==> src/usb_ctrl_pkg.sv <==
// shared definitions for the endpoint 0 control logic
// request codes, state enums, descriptor bytes and counter widths
// modules reach these through usb_ctrl_pkg:: scoped names
package usb_ctrl_pkg;

   localparam logic [15:0] VENDOR_ID  = 16'h1209;
   localparam logic [15:0] PRODUCT_ID = 16'h0001;
   localparam logic [7:0]  CTRL_MAX_PACKET = 8'd8;   // bMaxPacketSize0
   localparam int          DEV_DESCR_LEN   = 18;
   localparam int          BC_WIDTH        = 5;      // byte counter, clamped wLength

   typedef logic [BC_WIDTH-1:0] byte_cnt_t;
   typedef logic [6:0]          usb_addr_t;

   typedef enum logic [1:0] {ST_IDLE, ST_SETUP, ST_DATA, ST_STALL} ctrl_stage_e;

   typedef enum logic [2:0] {
      REQ_NONE,
      REQ_GET_DESCRIPTOR,          // descriptor type not seen yet
      REQ_GET_DESCRIPTOR_DEVICE,
      REQ_GET_CONFIGURATION,
      REQ_SET_ADDRESS,
      REQ_SET_CONFIGURATION,
      REQ_UNSUPPORTED
   } req_e;

   typedef enum logic [1:0] {DEFAULT_STATE, ADDRESS_STATE, CONFIGURED_STATE} dev_state_e;

   // bRequest codes
   typedef enum logic [7:0] {
      STD_REQ_SET_ADDRESS       = 8'h05,
      STD_REQ_GET_DESCRIPTOR    = 8'h06,
      STD_REQ_GET_CONFIGURATION = 8'h08,
      STD_REQ_SET_CONFIGURATION = 8'h09
   } std_req_e;

   // standard device descriptor, index 0 goes out first
   localparam logic [0:DEV_DESCR_LEN-1][7:0] DEV_DESCR = {
      8'h12,                            // bLength
      8'h01,                            // type device
      8'h00, 8'h02,                     // bcdUSB 2.00
      8'h02,                            // CDC device class
      8'h00,                            // subclass at interface level
      8'h00,                            // protocol at interface level
      CTRL_MAX_PACKET,
      VENDOR_ID[7:0], VENDOR_ID[15:8],
      PRODUCT_ID[7:0], PRODUCT_ID[15:8],
      8'h00, 8'h01,                     // bcdDevice 1.00
      8'h00, 8'h00, 8'h00,              // no string indices
      8'h01                             // one configuration
   };

endpackage

==> src/setup_if.sv <==
// decoded SETUP packet, from the decoder to the stage machine and device state
// fields hold their value until the next SETUP starts
interface setup_if;

   usb_ctrl_pkg::req_e      req;
   logic                    in_dir;     // bmRequestType direction, 1 = device to host
   logic [7:0]              value_lo;   // wValue low byte
   usb_ctrl_pkg::byte_cnt_t length;     // clamped wLength
   logic                    complete;   // all eight bytes taken

   modport decoder (output req, in_dir, value_lo, length, complete);

   modport stage (input req, in_dir, value_lo, length, complete);

   modport state (input req, value_lo);

endinterface

==> src/setup_decoder.sv <==
// takes the eight SETUP bytes from the SIE and classifies the request
// each byte is checked as it arrives, any failed check marks it unsupported
module setup_decoder (
   input  logic                     clk_i,
   input  logic                     rstn,
   input  logic                     usb_reset_i,
   input  logic                     setup_i,
   input  logic [7:0]               out_data_i,
   input  logic                     out_valid_i,
   input  logic                     out_ready_i,
   input  usb_ctrl_pkg::dev_state_e dev_state_i,
   setup_if.decoder                 sif
);

   logic [3:0]         cnt;        // byte index inside the packet
   logic               busy;       // SETUP in progress
   logic               byte_ev;
   usb_ctrl_pkg::req_e req_d;

   assign byte_ev = out_ready_i & out_valid_i & ~setup_i & busy;

   always_comb begin
      req_d = sif.req;
      case (cnt)
         4'd0: begin   // standard request, device recipient
            if (out_data_i[6:0] != 7'd0)
               req_d = usb_ctrl_pkg::REQ_UNSUPPORTED;
            else
               req_d = usb_ctrl_pkg::REQ_NONE;
         end
         4'd1: begin
            if (sif.req == usb_ctrl_pkg::REQ_NONE) begin
               req_d = usb_ctrl_pkg::REQ_UNSUPPORTED;
               case (usb_ctrl_pkg::std_req_e'(out_data_i))
                  usb_ctrl_pkg::STD_REQ_SET_ADDRESS:
                     if (!sif.in_dir)
                        req_d = usb_ctrl_pkg::REQ_SET_ADDRESS;
                  usb_ctrl_pkg::STD_REQ_GET_DESCRIPTOR:
                     if (sif.in_dir)
                        req_d = usb_ctrl_pkg::REQ_GET_DESCRIPTOR;
                  usb_ctrl_pkg::STD_REQ_GET_CONFIGURATION:
                     if (sif.in_dir && dev_state_i != usb_ctrl_pkg::DEFAULT_STATE)
                        req_d = usb_ctrl_pkg::REQ_GET_CONFIGURATION;
                  usb_ctrl_pkg::STD_REQ_SET_CONFIGURATION:
                     if (!sif.in_dir && dev_state_i != usb_ctrl_pkg::DEFAULT_STATE)
                        req_d = usb_ctrl_pkg::REQ_SET_CONFIGURATION;
                  default: ;
               endcase
            end
         end
         4'd2: begin   // wValue low
            if (sif.req == usb_ctrl_pkg::REQ_SET_ADDRESS) begin
               if (out_data_i[7])
                  req_d = usb_ctrl_pkg::REQ_UNSUPPORTED;
            end else if (sif.req == usb_ctrl_pkg::REQ_SET_CONFIGURATION) begin
               if (out_data_i > 8'd1)
                  req_d = usb_ctrl_pkg::REQ_UNSUPPORTED;
            end else if (out_data_i != 8'd0) begin
               req_d = usb_ctrl_pkg::REQ_UNSUPPORTED;
            end
         end
         4'd3: begin   // wValue high, descriptor type
            if (sif.req == usb_ctrl_pkg::REQ_GET_DESCRIPTOR)
               req_d = (out_data_i == 8'd1) ? usb_ctrl_pkg::REQ_GET_DESCRIPTOR_DEVICE
                                            : usb_ctrl_pkg::REQ_UNSUPPORTED;
            else if (out_data_i != 8'd0)
               req_d = usb_ctrl_pkg::REQ_UNSUPPORTED;
         end
         4'd4, 4'd5: begin   // wIndex
            if (out_data_i != 8'd0)
               req_d = usb_ctrl_pkg::REQ_UNSUPPORTED;
         end
         4'd6: begin
            if (sif.req == usb_ctrl_pkg::REQ_GET_CONFIGURATION && out_data_i != 8'd1)
               req_d = usb_ctrl_pkg::REQ_UNSUPPORTED;
            if ((sif.req == usb_ctrl_pkg::REQ_SET_ADDRESS ||
                 sif.req == usb_ctrl_pkg::REQ_SET_CONFIGURATION) && out_data_i != 8'd0)
               req_d = usb_ctrl_pkg::REQ_UNSUPPORTED;
         end
         4'd7: begin   // only descriptor reads may ask for more than 255
            if (out_data_i != 8'd0 && sif.req != usb_ctrl_pkg::REQ_GET_DESCRIPTOR_DEVICE)
               req_d = usb_ctrl_pkg::REQ_UNSUPPORTED;
         end
         default: ;
      endcase
   end

   always_ff @(posedge clk_i or negedge rstn) begin
      if (!rstn) begin
         cnt          <= 4'd0;
         busy         <= 1'b0;
         sif.complete <= 1'b0;
         sif.req      <= usb_ctrl_pkg::REQ_NONE;
      end else if (usb_reset_i) begin
         cnt          <= 4'd0;
         busy         <= 1'b0;
         sif.complete <= 1'b0;
         sif.req      <= usb_ctrl_pkg::REQ_NONE;
      end else if (out_ready_i && setup_i) begin
         cnt          <= 4'd0;
         busy         <= 1'b1;
         sif.complete <= 1'b0;
         sif.req      <= usb_ctrl_pkg::REQ_NONE;
      end else if (byte_ev) begin
         cnt     <= cnt + 4'd1;
         sif.req <= req_d;
         if (cnt == 4'd7) begin
            busy         <= 1'b0;
            sif.complete <= 1'b1;
         end
      end
   end

   // field payload
   always_ff @(posedge clk_i) begin
      if (byte_ev) begin
         case (cnt)
            4'd0: sif.in_dir   <= out_data_i[7];
            4'd2: sif.value_lo <= out_data_i;
            4'd6: sif.length   <= (out_data_i[7:5] != 3'd0) ? '1 : out_data_i[4:0];
            4'd7: begin
               if (out_data_i != 8'd0)
                  sif.length <= '1;   // saturate
            end
            default: ;
         endcase
      end
   end

   a_cnt_bound : assert property (@(posedge clk_i) disable iff (!rstn)
      busy |-> cnt < 4'd8 && !sif.complete);

endmodule

==> src/ctrl_stage_fsm.sv <==
// control transfer stage machine for endpoint 0
// steps through setup, IN data, status and stall on SIE events only
// no-data requests answer the status IN with a ZLP
module ctrl_stage_fsm (
   input  logic                      clk_i,
   input  logic                      rstn,
   input  logic                      usb_reset_i,
   input  logic                      setup_i,
   input  logic                      out_valid_i,
   input  logic                      out_err_i,
   input  logic                      out_ready_i,
   input  logic                      in_data_ack_i,
   input  logic                      in_req_i,
   input  logic                      in_ready_i,
   setup_if.stage                    sif,
   output logic                      in_valid_o,
   output logic                      in_zlp_o,
   output logic                      stall_o,
   output usb_ctrl_pkg::byte_cnt_t   byte_cnt_o,
   output usb_ctrl_pkg::req_e        req_o,
   output logic                      status_done_o
);

   usb_ctrl_pkg::ctrl_stage_e stage_q;
   usb_ctrl_pkg::byte_cnt_t   cnt_q;
   usb_ctrl_pkg::byte_cnt_t   limit;
   logic                      in_req_q;
   logic                      data_in;   // IN data stage, else ZLP status
   logic                      out_end;
   logic                      ack_ev;

   assign data_in = sif.in_dir & (sif.length != '0);
   assign out_end = out_ready_i & ~setup_i & ~out_err_i & ~out_valid_i & ~in_data_ack_i;
   assign ack_ev  = out_ready_i & ~setup_i & ~out_err_i & in_data_ack_i;

   always_comb begin
      if (sif.req == usb_ctrl_pkg::REQ_GET_CONFIGURATION)
         limit = usb_ctrl_pkg::byte_cnt_t'(1);
      else if (sif.length > usb_ctrl_pkg::byte_cnt_t'(usb_ctrl_pkg::DEV_DESCR_LEN))
         limit = usb_ctrl_pkg::byte_cnt_t'(usb_ctrl_pkg::DEV_DESCR_LEN);
      else
         limit = sif.length;
   end

   always_ff @(posedge clk_i or negedge rstn) begin
      if (!rstn) begin
         stage_q  <= usb_ctrl_pkg::ST_IDLE;
         cnt_q    <= '0;
         in_req_q <= 1'b0;
      end else begin
         in_req_q <= in_req_i;
         if (usb_reset_i) begin
            stage_q <= usb_ctrl_pkg::ST_IDLE;
            cnt_q   <= '0;
         end else if (out_ready_i && out_err_i) begin
            if (stage_q != usb_ctrl_pkg::ST_STALL)
               stage_q <= usb_ctrl_pkg::ST_IDLE;   // aborted, host retries
         end else if (out_ready_i && setup_i) begin
            stage_q <= usb_ctrl_pkg::ST_SETUP;
            cnt_q   <= '0;
         end else begin
            case (stage_q)
               usb_ctrl_pkg::ST_SETUP: begin
                  if (out_end) begin
                     if (!sif.complete || sif.req == usb_ctrl_pkg::REQ_UNSUPPORTED)
                        stage_q <= usb_ctrl_pkg::ST_STALL;
                     else
                        stage_q <= usb_ctrl_pkg::ST_DATA;
                  end else if (out_ready_i && out_valid_i && sif.complete) begin
                     stage_q <= usb_ctrl_pkg::ST_STALL;   // ninth byte
                  end
               end
               usb_ctrl_pkg::ST_DATA: begin
                  if (out_ready_i && out_valid_i)
                     stage_q <= usb_ctrl_pkg::ST_STALL;   // no OUT data stage here
                  else if (data_in && in_ready_i && cnt_q < limit)
                     cnt_q <= cnt_q + 1'b1;
                  else if (status_done_o)
                     stage_q <= usb_ctrl_pkg::ST_IDLE;
               end
               default: ;
            endcase
         end
      end
   end

   // OUT ZLP ends a read, ACK of our ZLP ends a no-data request
   assign status_done_o = (stage_q == usb_ctrl_pkg::ST_DATA) & ~usb_reset_i &
                          (data_in ? out_end : ack_ev);

   assign in_valid_o = in_req_q & (stage_q == usb_ctrl_pkg::ST_DATA) &
                       (!data_in || cnt_q < limit);
   assign in_zlp_o   = in_req_q & (stage_q == usb_ctrl_pkg::ST_DATA) & ~data_in;
   assign stall_o    = (stage_q == usb_ctrl_pkg::ST_STALL);
   assign byte_cnt_o = cnt_q;
   assign req_o      = (stage_q == usb_ctrl_pkg::ST_DATA && data_in) ? sif.req
                                                                     : usb_ctrl_pkg::REQ_NONE;

   // a ZLP only ever answers a complete, accepted SETUP
   a_zlp_valid : assert property (@(posedge clk_i) disable iff (!rstn)
      in_zlp_o |-> in_valid_o && sif.complete && sif.req != usb_ctrl_pkg::REQ_UNSUPPORTED);

endmodule

==> src/dev_state_reg.sv <==
// device state and address of the function
// SET_ADDRESS and SET_CONFIGURATION only take effect once their status
// stage is ACKed, one clock after status_done_i
module dev_state_reg (
   input  logic                      clk_i,
   input  logic                      rstn,
   input  logic                      usb_reset_i,
   input  logic                      status_done_i,
   setup_if.state                    sif,
   output usb_ctrl_pkg::dev_state_e  dev_state_o,
   output usb_ctrl_pkg::usb_addr_t   addr_o
);

   usb_ctrl_pkg::usb_addr_t pend_addr;
   logic                    pend_cfg;

   // follows wValue while the request is decoded
   always_ff @(posedge clk_i) begin
      if (sif.req == usb_ctrl_pkg::REQ_SET_ADDRESS)
         pend_addr <= sif.value_lo[6:0];
      if (sif.req == usb_ctrl_pkg::REQ_SET_CONFIGURATION)
         pend_cfg <= sif.value_lo[0];
   end

   always_ff @(posedge clk_i or negedge rstn) begin
      if (!rstn) begin
         dev_state_o <= usb_ctrl_pkg::DEFAULT_STATE;
         addr_o      <= '0;
      end else if (usb_reset_i) begin
         dev_state_o <= usb_ctrl_pkg::DEFAULT_STATE;
         addr_o      <= '0;
      end else if (status_done_i) begin
         case (sif.req)
            usb_ctrl_pkg::REQ_SET_ADDRESS: begin
               addr_o      <= pend_addr;
               dev_state_o <= (pend_addr == '0) ? usb_ctrl_pkg::DEFAULT_STATE
                                                : usb_ctrl_pkg::ADDRESS_STATE;
            end
            usb_ctrl_pkg::REQ_SET_CONFIGURATION:
               dev_state_o <= pend_cfg ? usb_ctrl_pkg::CONFIGURED_STATE
                                       : usb_ctrl_pkg::ADDRESS_STATE;
            default: ;
         endcase
      end
   end

   a_default_addr : assert property (@(posedge clk_i) disable iff (!rstn)
      dev_state_o == usb_ctrl_pkg::DEFAULT_STATE |-> addr_o == '0);

endmodule

==> src/in_data_mux.sv <==
// picks the IN byte for the active data request
// device descriptor by byte index, or the current configuration value
module in_data_mux (
   input  usb_ctrl_pkg::req_e        req_i,
   input  usb_ctrl_pkg::byte_cnt_t   byte_cnt_i,
   input  usb_ctrl_pkg::dev_state_e  dev_state_i,
   output logic [7:0]                in_data_o
);

   logic desc_hit;   // index inside the descriptor

   assign desc_hit = byte_cnt_i < usb_ctrl_pkg::byte_cnt_t'(usb_ctrl_pkg::DEV_DESCR_LEN);

   always_comb begin
      in_data_o = 8'd0;
      case (req_i)
         usb_ctrl_pkg::REQ_GET_DESCRIPTOR_DEVICE: begin
            if (desc_hit)
               in_data_o = usb_ctrl_pkg::DEV_DESCR[byte_cnt_i];
         end
         usb_ctrl_pkg::REQ_GET_CONFIGURATION: begin
            // only configuration value 1 exists
            if (dev_state_i == usb_ctrl_pkg::CONFIGURED_STATE)
               in_data_o = 8'd1;
         end
         default: ;   // no data request
      endcase
   end

endmodule

==> src/ctrl_endp.sv <==
// endpoint 0 control logic behind a full-speed SIE
// decodes SETUP, runs the control stages and keeps address and state
module ctrl_endp (
   input  logic                    clk_i,
   input  logic                    rstn,
   input  logic                    usb_reset_i,
   input  logic                    setup_i,
   input  logic [7:0]              out_data_i,
   input  logic                    out_valid_i,
   input  logic                    out_err_i,
   input  logic                    out_ready_i,
   input  logic                    in_data_ack_i,
   input  logic                    in_req_i,
   input  logic                    in_ready_i,
   output logic [7:0]              in_data_o,
   output logic                    in_valid_o,
   output logic                    in_zlp_o,
   output logic                    stall_o,
   output usb_ctrl_pkg::usb_addr_t addr_o,
   output logic                    configured_o
);

   setup_if                  sif ();
   usb_ctrl_pkg::dev_state_e dev_state;
   usb_ctrl_pkg::byte_cnt_t  byte_cnt;
   usb_ctrl_pkg::req_e       data_req;
   logic                     status_done;

   assign configured_o = (dev_state == usb_ctrl_pkg::CONFIGURED_STATE);

   setup_decoder u_dec (.clk_i, .rstn, .usb_reset_i, .setup_i, .out_data_i, .out_valid_i,
                        .out_ready_i, .dev_state_i(dev_state), .sif(sif));

   ctrl_stage_fsm u_fsm (.clk_i, .rstn, .usb_reset_i, .setup_i, .out_valid_i, .out_err_i,
                         .out_ready_i, .in_data_ack_i, .in_req_i, .in_ready_i, .sif(sif),
                         .in_valid_o, .in_zlp_o, .stall_o, .byte_cnt_o(byte_cnt),
                         .req_o(data_req), .status_done_o(status_done));

   dev_state_reg u_state (.clk_i, .rstn, .usb_reset_i, .status_done_i(status_done),
                          .sif(sif), .dev_state_o(dev_state), .addr_o);

   in_data_mux u_mux (.req_i(data_req), .byte_cnt_i(byte_cnt), .dev_state_i(dev_state),
                      .in_data_o);

endmodule

==> config.mk <==
export PLATFORM = sky130hd
export DESIGN_NAME = ctrl_endp
export DESIGN_NICKNAME = d
export VERILOG_FILES = /design/src/usb_ctrl_pkg.sv /design/src/setup_if.sv /design/src/setup_decoder.sv /design/src/ctrl_stage_fsm.sv /design/src/dev_state_reg.sv /design/src/in_data_mux.sv /design/src/ctrl_endp.sv
export SDC_FILE = /design/constraint.sdc
export NUM_CORES = 1
export LEC_CHECK = 0
export BUFFER_PORTS_ARGS = -buffer_cell sky130_fd_sc_hd__buf_4
export CORE_UTILIZATION = 57
export CTS_CLUSTER_SIZE = 28
export DETAILED_ROUTE_END_ITERATION = 7
export PLACE_DENSITY = 0.79
export SETUP_SLACK_MARGIN = 0.02
export SKIP_CTS_REPAIR_TIMING = 1
export SLEW_MARGIN = 40
export SYNTH_ARGS = -nofsm -noshare
export SYNTH_HDL_FRONTEND = slang
export SYNTH_SLANG_ARGS = --single-unit
export TNS_END_PERCENT = 30
==> constraint.sdc <==
create_clock -name clk_i -period 3.4 [get_ports clk_i]
set_input_delay 0.51 -clock clk_i [delete_from_list [all_inputs] [get_ports clk_i]]
set_output_delay 0.51 -clock clk_i [all_outputs]
set_load 0.03 [all_outputs]
# Yosys cells after proc, flatten, opt, wreduce, memory -nomap -nowiden

Memories as Yosys holds them, arrays and structs flattened.
Index checks and enable logic that the tools add are counted.
Widths: inputs -> output; s select.

Equal/unequal tests: 38
Reduce and logical (&&, ||, !) cells: 46
Bitwise operators: 21
$add $sub $neg: 2
Magnitude comparators: 5
Mux-type cells: 69

Operator list:

| kind               | number |
|---|---|
| $mux 3             | 18 |
| $mux 5             | 10 |
| $mux 2             | 14 |
| $mux 8             | 3 |
| $mux 7             | 3 |
| $pmux 3 s7         | 1 |
| $reduce_bool 3->1  | 6 |
| $eq 4x3->1 const B | 4 |
| $eq 8x3->1 const B | 2 |
| $eq 8x4->1 const B | 2 |
| $pmux 8 s2         | 1 |
| $and 1x1->1        | 14 |
| $logic_and 1x1->1  | 12 |
| $mux 1             | 12 |
| $mux 4             | 3 |
| $ne 6x4->1 const B | 2 |
| $pmux 3 s4         | 1 |
| $pmux 5 s2         | 1 |
| $reduce_and 2->1   | 5 |
| $reduce_bool 5->1  | 2 |
| $eq 3x2->1 const B | 3 |
| $eq 3x3->1 const B | 3 |
| $reduce_bool 9->1  | 1 |
| $eq 4x2->1 const B | 2 |
| 38 further kinds   | 56 |

Word-level logic and storage cells: 196
Bits of input ports: 18
ROM bits: 256
Memories: 1
Register bits: 47
Output and inout port bits: 19

Memory list:

| memory          | depth | width | rd ports | clocked after Yosys merged registers in | write ports | RTL line          | text |
|---|---|---|---|---|---|---|---|
| (no name shown) | 32    | 8     | 1        | 0                                       | 0           | in_data_mux.sv:19 | `in_data_o = usb_ctrl_pkg::DEV_DESCR[byte_cnt_i];` |

# Logic depth before layout (Yosys ltp)

Depth in word-level cells: 14
Mapped depth: 12
Mapped depth without buffers: 11

# By module

Synthesis repeated with hierarchy kept, for this count alone.

Cells, all modules: 324
Area, all modules: 3201.8 um^2

Modules (own cells, without submodules):

| module         | times used | area each (um^2) | sequential area each (um^2) | cells each |
|---|---|---|---|---|
| setup_decoder  | 1          | 1503.9           | 645.6                       | 154 |
| ctrl_stage_fsm | 1          | 794.5            | 200.2                       | 98 |
| dev_state_reg  | 1          | 659.4            | 465.4                       | 38 |
| in_data_mux    | 1          | 230.2            | 0.0                         | 33 |
| ctrl_endp      | 1          | 13.8             | 0.0                         | 1 |

# Worst setup path after synthesis

OpenSTA, ideal clock, no wires.

Path type: register -> output
Start point: reg u_dec.sif.req[2]
End point: out in_valid_o
Arrival: 2136 ps
Required time: 2890 ps
Slack: 754 ps
Buffers on the path: 1
Stages on the path, launching flop included: 11
Cell sequence: dfrtp_1 clkbuf_8 inv_1 and3_2 nor2_1 nand2_1 ha_1 a41o_1 a21oi_1 o21ai_0 a21oi_1

Longest elaborated chain between the ends: 5

RTL lines:

| item                   | RTL line             | text |
|---|---|---|
| start, declared        | setup_if.sv:11       | `modport decoder (output req, in_dir, value_lo, length, complete);` |
| start signal, assigned | setup_decoder.sv:93  | `sif.req <= usb_ctrl_pkg::REQ_NONE;` |
| start signal, assigned | setup_decoder.sv:98  | `sif.req <= usb_ctrl_pkg::REQ_NONE;` |
| start signal, assigned | setup_decoder.sv:103 | `sif.req <= usb_ctrl_pkg::REQ_NONE;` |
| $eq 3x2->1             | ctrl_stage_fsm.sv:37 | `if (sif.req == usb_ctrl_pkg::REQ_GET_CONFIGURATION)` |
| $mux 5                 | ctrl_stage_fsm.sv:37 |  |
| $lt 5x5->1             | ctrl_stage_fsm.sv:92 | `(!data_in \|\| cnt_q < limit);` |
| $logic_or 1x1->1       | ctrl_stage_fsm.sv:92 |  |
| $and 1x1->1            | ctrl_stage_fsm.sv:91 | `assign in_valid_o = in_req_q & (stage_q == usb_ctrl_pkg::ST_DATA) &` |
| end, declared          | ctrl_endp.sv:16      | `output logic in_valid_o,` |

Every way passes these cells.

# Final worst setup path

Same ends and word-level chain as after synthesis.

==> reports/results.ini <==
[run_status]
status=finished, final reports clean

[layout]
synthToLayoutAreaGrowth_pct=9.57
final_net_count=379
nFillCells=450
insertedDiodeCount=0
drive_gt1_share_pct=17.9
fin_util_pct=65.9

[clock_tree]
cts_max_path_buffers=2
htreeDepth=2
clock_latency_ns=0.31
cts_tree=done
root_buffer=clkbuf_8
clkSlewWorstSetupHoldPaths_ns=0.10
cts.sinks=47
numCtsBuffers=5

[grt]
grt_pass1_wl_mm=11.5
grt_overflow_total=0
grt_pass1_vias=2436
grt_max_degree=27
grt_use_total_pct=27.0
grt_antenna_before_repair=0

[placed_design]
place_ws_ns=0.556
io_buffers=32
place.detailed.hpwl_mm=5.27
gp_congestion=0.906

[worst_setup_path]
cp_slowest_cell=dfrtp_1
critPathMaxStageDelay_ns=0.49
worstSetupStartpointType=register
worstPathMaxFanout=10
required_ns=2.89
path_cells=inv_1 -> and3_2 -> nor2_1 -> nand2_1 -> ha_1 -> a41o_1 -> a21oi_1 -> o21ai_0 -> a21oi_1 -> buf_4
crit_path_frequent_cell=a21oi_1
path_class=register to output port
critPathCaptureType=output port
cp.arrival_ns=2.62

[pwr]
power.internal_uw=848
peakVddDrop_uv=192
clockPowerShare_pct=30.0
power_density_nw_per_um2=358
p_sw_uw=372
total_power_mw=1.22
comb_power_share_pct=17.3
seqPwrFrac_pct=52.8
switching_share_pct=30.5
p_leak_nw=1.48

[sta]
maxSlewViolCount=0
hold_viol=0
setup_ws_ns=0.268
finalSetupViolCount=0
worst_pin_slew_ns=0.653
final.setup_skew_ns=0.00755
slew_headroom_pct=56.3
tns_ns=0
fmax_ghz=0.319
fin_crit_sh_pct=92.1
period_needed_ns=3.13
rsz0062_at_grt=no

[synth]
synth_top_family_by_area=simple AND/OR/NAND/NOR gates
ys.flop_type=dfrtp_1
synth-edff-count=21
synth-compound-area-share_pct=16.5
yosys_register_bits=47
synthMuxAreaShare_pct=4.26
yosys.area.top_type=dfrtp_1
async_reset_ff_share_pct=55.3
avgSynthCellArea_um2=9.72
synthSimpleGateAreaFrac_pct=24.8
synthAdderAreaFrac_pct=6.44
synth-xor-area-share_pct=1.13
syn_area_um2=3110
netlist_top_cells_area=dfrtp_1, edfxtp_1, ha_1
netlist-cell-type-count=66
seq_area_frac_synth_pct=41.2
synth_top_area_share_pct=20.9
syn_inst=320
ys_warn_count=0

[drt]
drtIter0Drc=162
postRouteAntennaNets=0
wl_mm=7.09
dr.pass1.iters=4
drc_errors=0
avgRoutedWirePerCell_um=17.0
via_per_inst=6.12
num_vias=2546

[floorplanning]
num_rows=26
core_area_um2=5170
start_util_pct=60.1
fp.dieW_um=75.9
die-height_um=75.9
io_pins=37
dieArea_um2=5760

[flow_run]
maxCapViolations=0

[hold_path]
hold_path.class=primary input to async pin

==> path summary, 6_finish.rpt <==
check | cells after the start | slack (ns) | startpoint | endpoint
min in group clk_i | 1 | 0.30 | in_req_i | u_fsm.in_req_q
max reg2reg | 11 | 0.48 | u_dec.sif.req[2] | u_fsm.byte_cnt_o[0]
min reg2reg | 0 | 0.43 | u_dec.sif.value_lo[1] | u_state.pend_addr[1]
min | 1 | 0.10 | rstn | u_state.addr_o[3]
max in group asynchronous | 1 | 3.02 | rstn | u_dec.busy
max | 10 | 0.27 | u_dec.sif.req[2] | in_valid_o
==> flip-flops by register name, summed over array words and instances, names as in the netlist <==
register             flops
u_state.dev_state_o      2
u_dec.cnt                4
u_dec.busy               1
u_dec.sif.req            3
u_fsm.in_req_q           1
u_state.addr_o           7
u_fsm.byte_cnt_o         5
u_dec.sif.complete       1
u_dec.sif.length         5
u_state.pend_cfg         1
u_state.pend_addr        7
u_dec.sif.in_dir         1
u_fsm.stage_q            2
u_dec.sif.value_lo       7
==> through the flow <==
| step | instance area [um^2] | hold WS (ns) | cells |
|---|---|---|---|
| after floorplan | 3120 | 0.214 | 323 |
| after global placement | 3310 | 0.403 | 408 |
| after detailed placement | 3310 | 0.408 | 408 |
| after CTS | 3410 | 0.110 | 416 |
| after global routing | 3410 | 0.116 | 416 |
| final | 3410 | 0.104 | 416 |
==> power by group through the flow <==
| stage | logic, mW | registers, mW | clock network [mW] |
|---|---|---|---|
| 3_3_place_gp | 0.204 | 0.654 | 0 |
| 5_1_grt | 0.232 | 0.646 | 0.395 |
| 4_1_cts | 0.209 | 0.642 | 0.370 |
| 3_5_place_dp | 0.209 | 0.653 | 0 |
| 2_1_floorplan | 0.153 | 0.644 | 0 |
| 6_report | 0.211 | 0.644 | 0.366 |
==> layout make-up <==
type | instances | area (um^2) | share of cell area, %
multi-input cells | 249 | 1670 | 48.9
flip-flops and latches | 47 | 1280 | 37.6
repair buffers | 32 | 240 | 7.05
well taps | 70 | 87.6 | 2.57
clock buffers | 5 | 68.8 | 2.02
inverters | 10 | 37.5 | 1.10
clock inverters | 3 | 27.5 | 0.808
==> cells in the final DEF (no fill, tap or decap), types with 3 or more instances in the layout <==
| master | instances |
|---|---|
| and3_2 | 3 |
| a22o_1 | 3 |
| nand2_1 | 24 |
| a21oi_1 | 17 |
| nor2b_1 | 6 |
| nand4_1 | 4 |
| a31oi_1 | 6 |
| nor2_1 | 36 |
| mux2i_1 | 11 |
| inv_1 | 10 |
| nand3b_1 | 4 |
| nor4_1 | 5 |
| nand2b_1 | 6 |
| and4_1 | 3 |
| clkbuf_8 | 5 |
| nand3_1 | 10 |
| a21o_1 | 4 |
| or2_2 | 5 |
| conb_1 | 4 |
| o21ai_0 | 15 |
| nor3b_1 | 4 |
| and3_1 | 3 |
| ha_1 | 16 |
| nor3_1 | 11 |
| edfxtp_1 | 21 |
| dfrtp_1 | 26 |
| buf_4 | 32 |
==> layer usage <==
metal  share of wire, %  up-vias  global-route usage, %
met3                4.9       13                   4.89
met1                 45     1235                   37.2
met2                 48       70                   42.6
met5                  0        -                      0
met4                2.2        0                   10.1
li1                   -     1228                      -
==> Yosys cell counts, types with 10 or more instances <==
library cell	count
nor2_1	36
nand3_1	10
a21oi_1	17
edfxtp_1	21
ha_1	16
dfrtp_1	26
nand2_1	24
nor3_1	11
o21ai_0	15
mux2i_1	11
inv_1	10
==> critical path: cells and delay by family (launching register included) <==
kind | cells | cell delay, ns
AOI/OAI and AO/OA | 4 | 0.71
adders and majority gates | 1 | 0.30
buffers and inverters | 2 | 0.34
DFF | 1 | 0.49
and+or+nand+nor | 3 | 0.48
==> cell families (layout without fill, tap and decap cells) <==
family | after synthesis | in the layout
AO/OA/AOI/OAI | 73 | 73
XOR/XNOR | 4 | 4
adder cells (fa/ha/maj) | 16 | 16
buffers and inverters | 27 | 50
flip-flops | 47 | 47
multiplexers | 13 | 13
other | 1 | 4
AND/OR/NAND/NOR | 139 | 139
(Power assumes the default switching activity.)
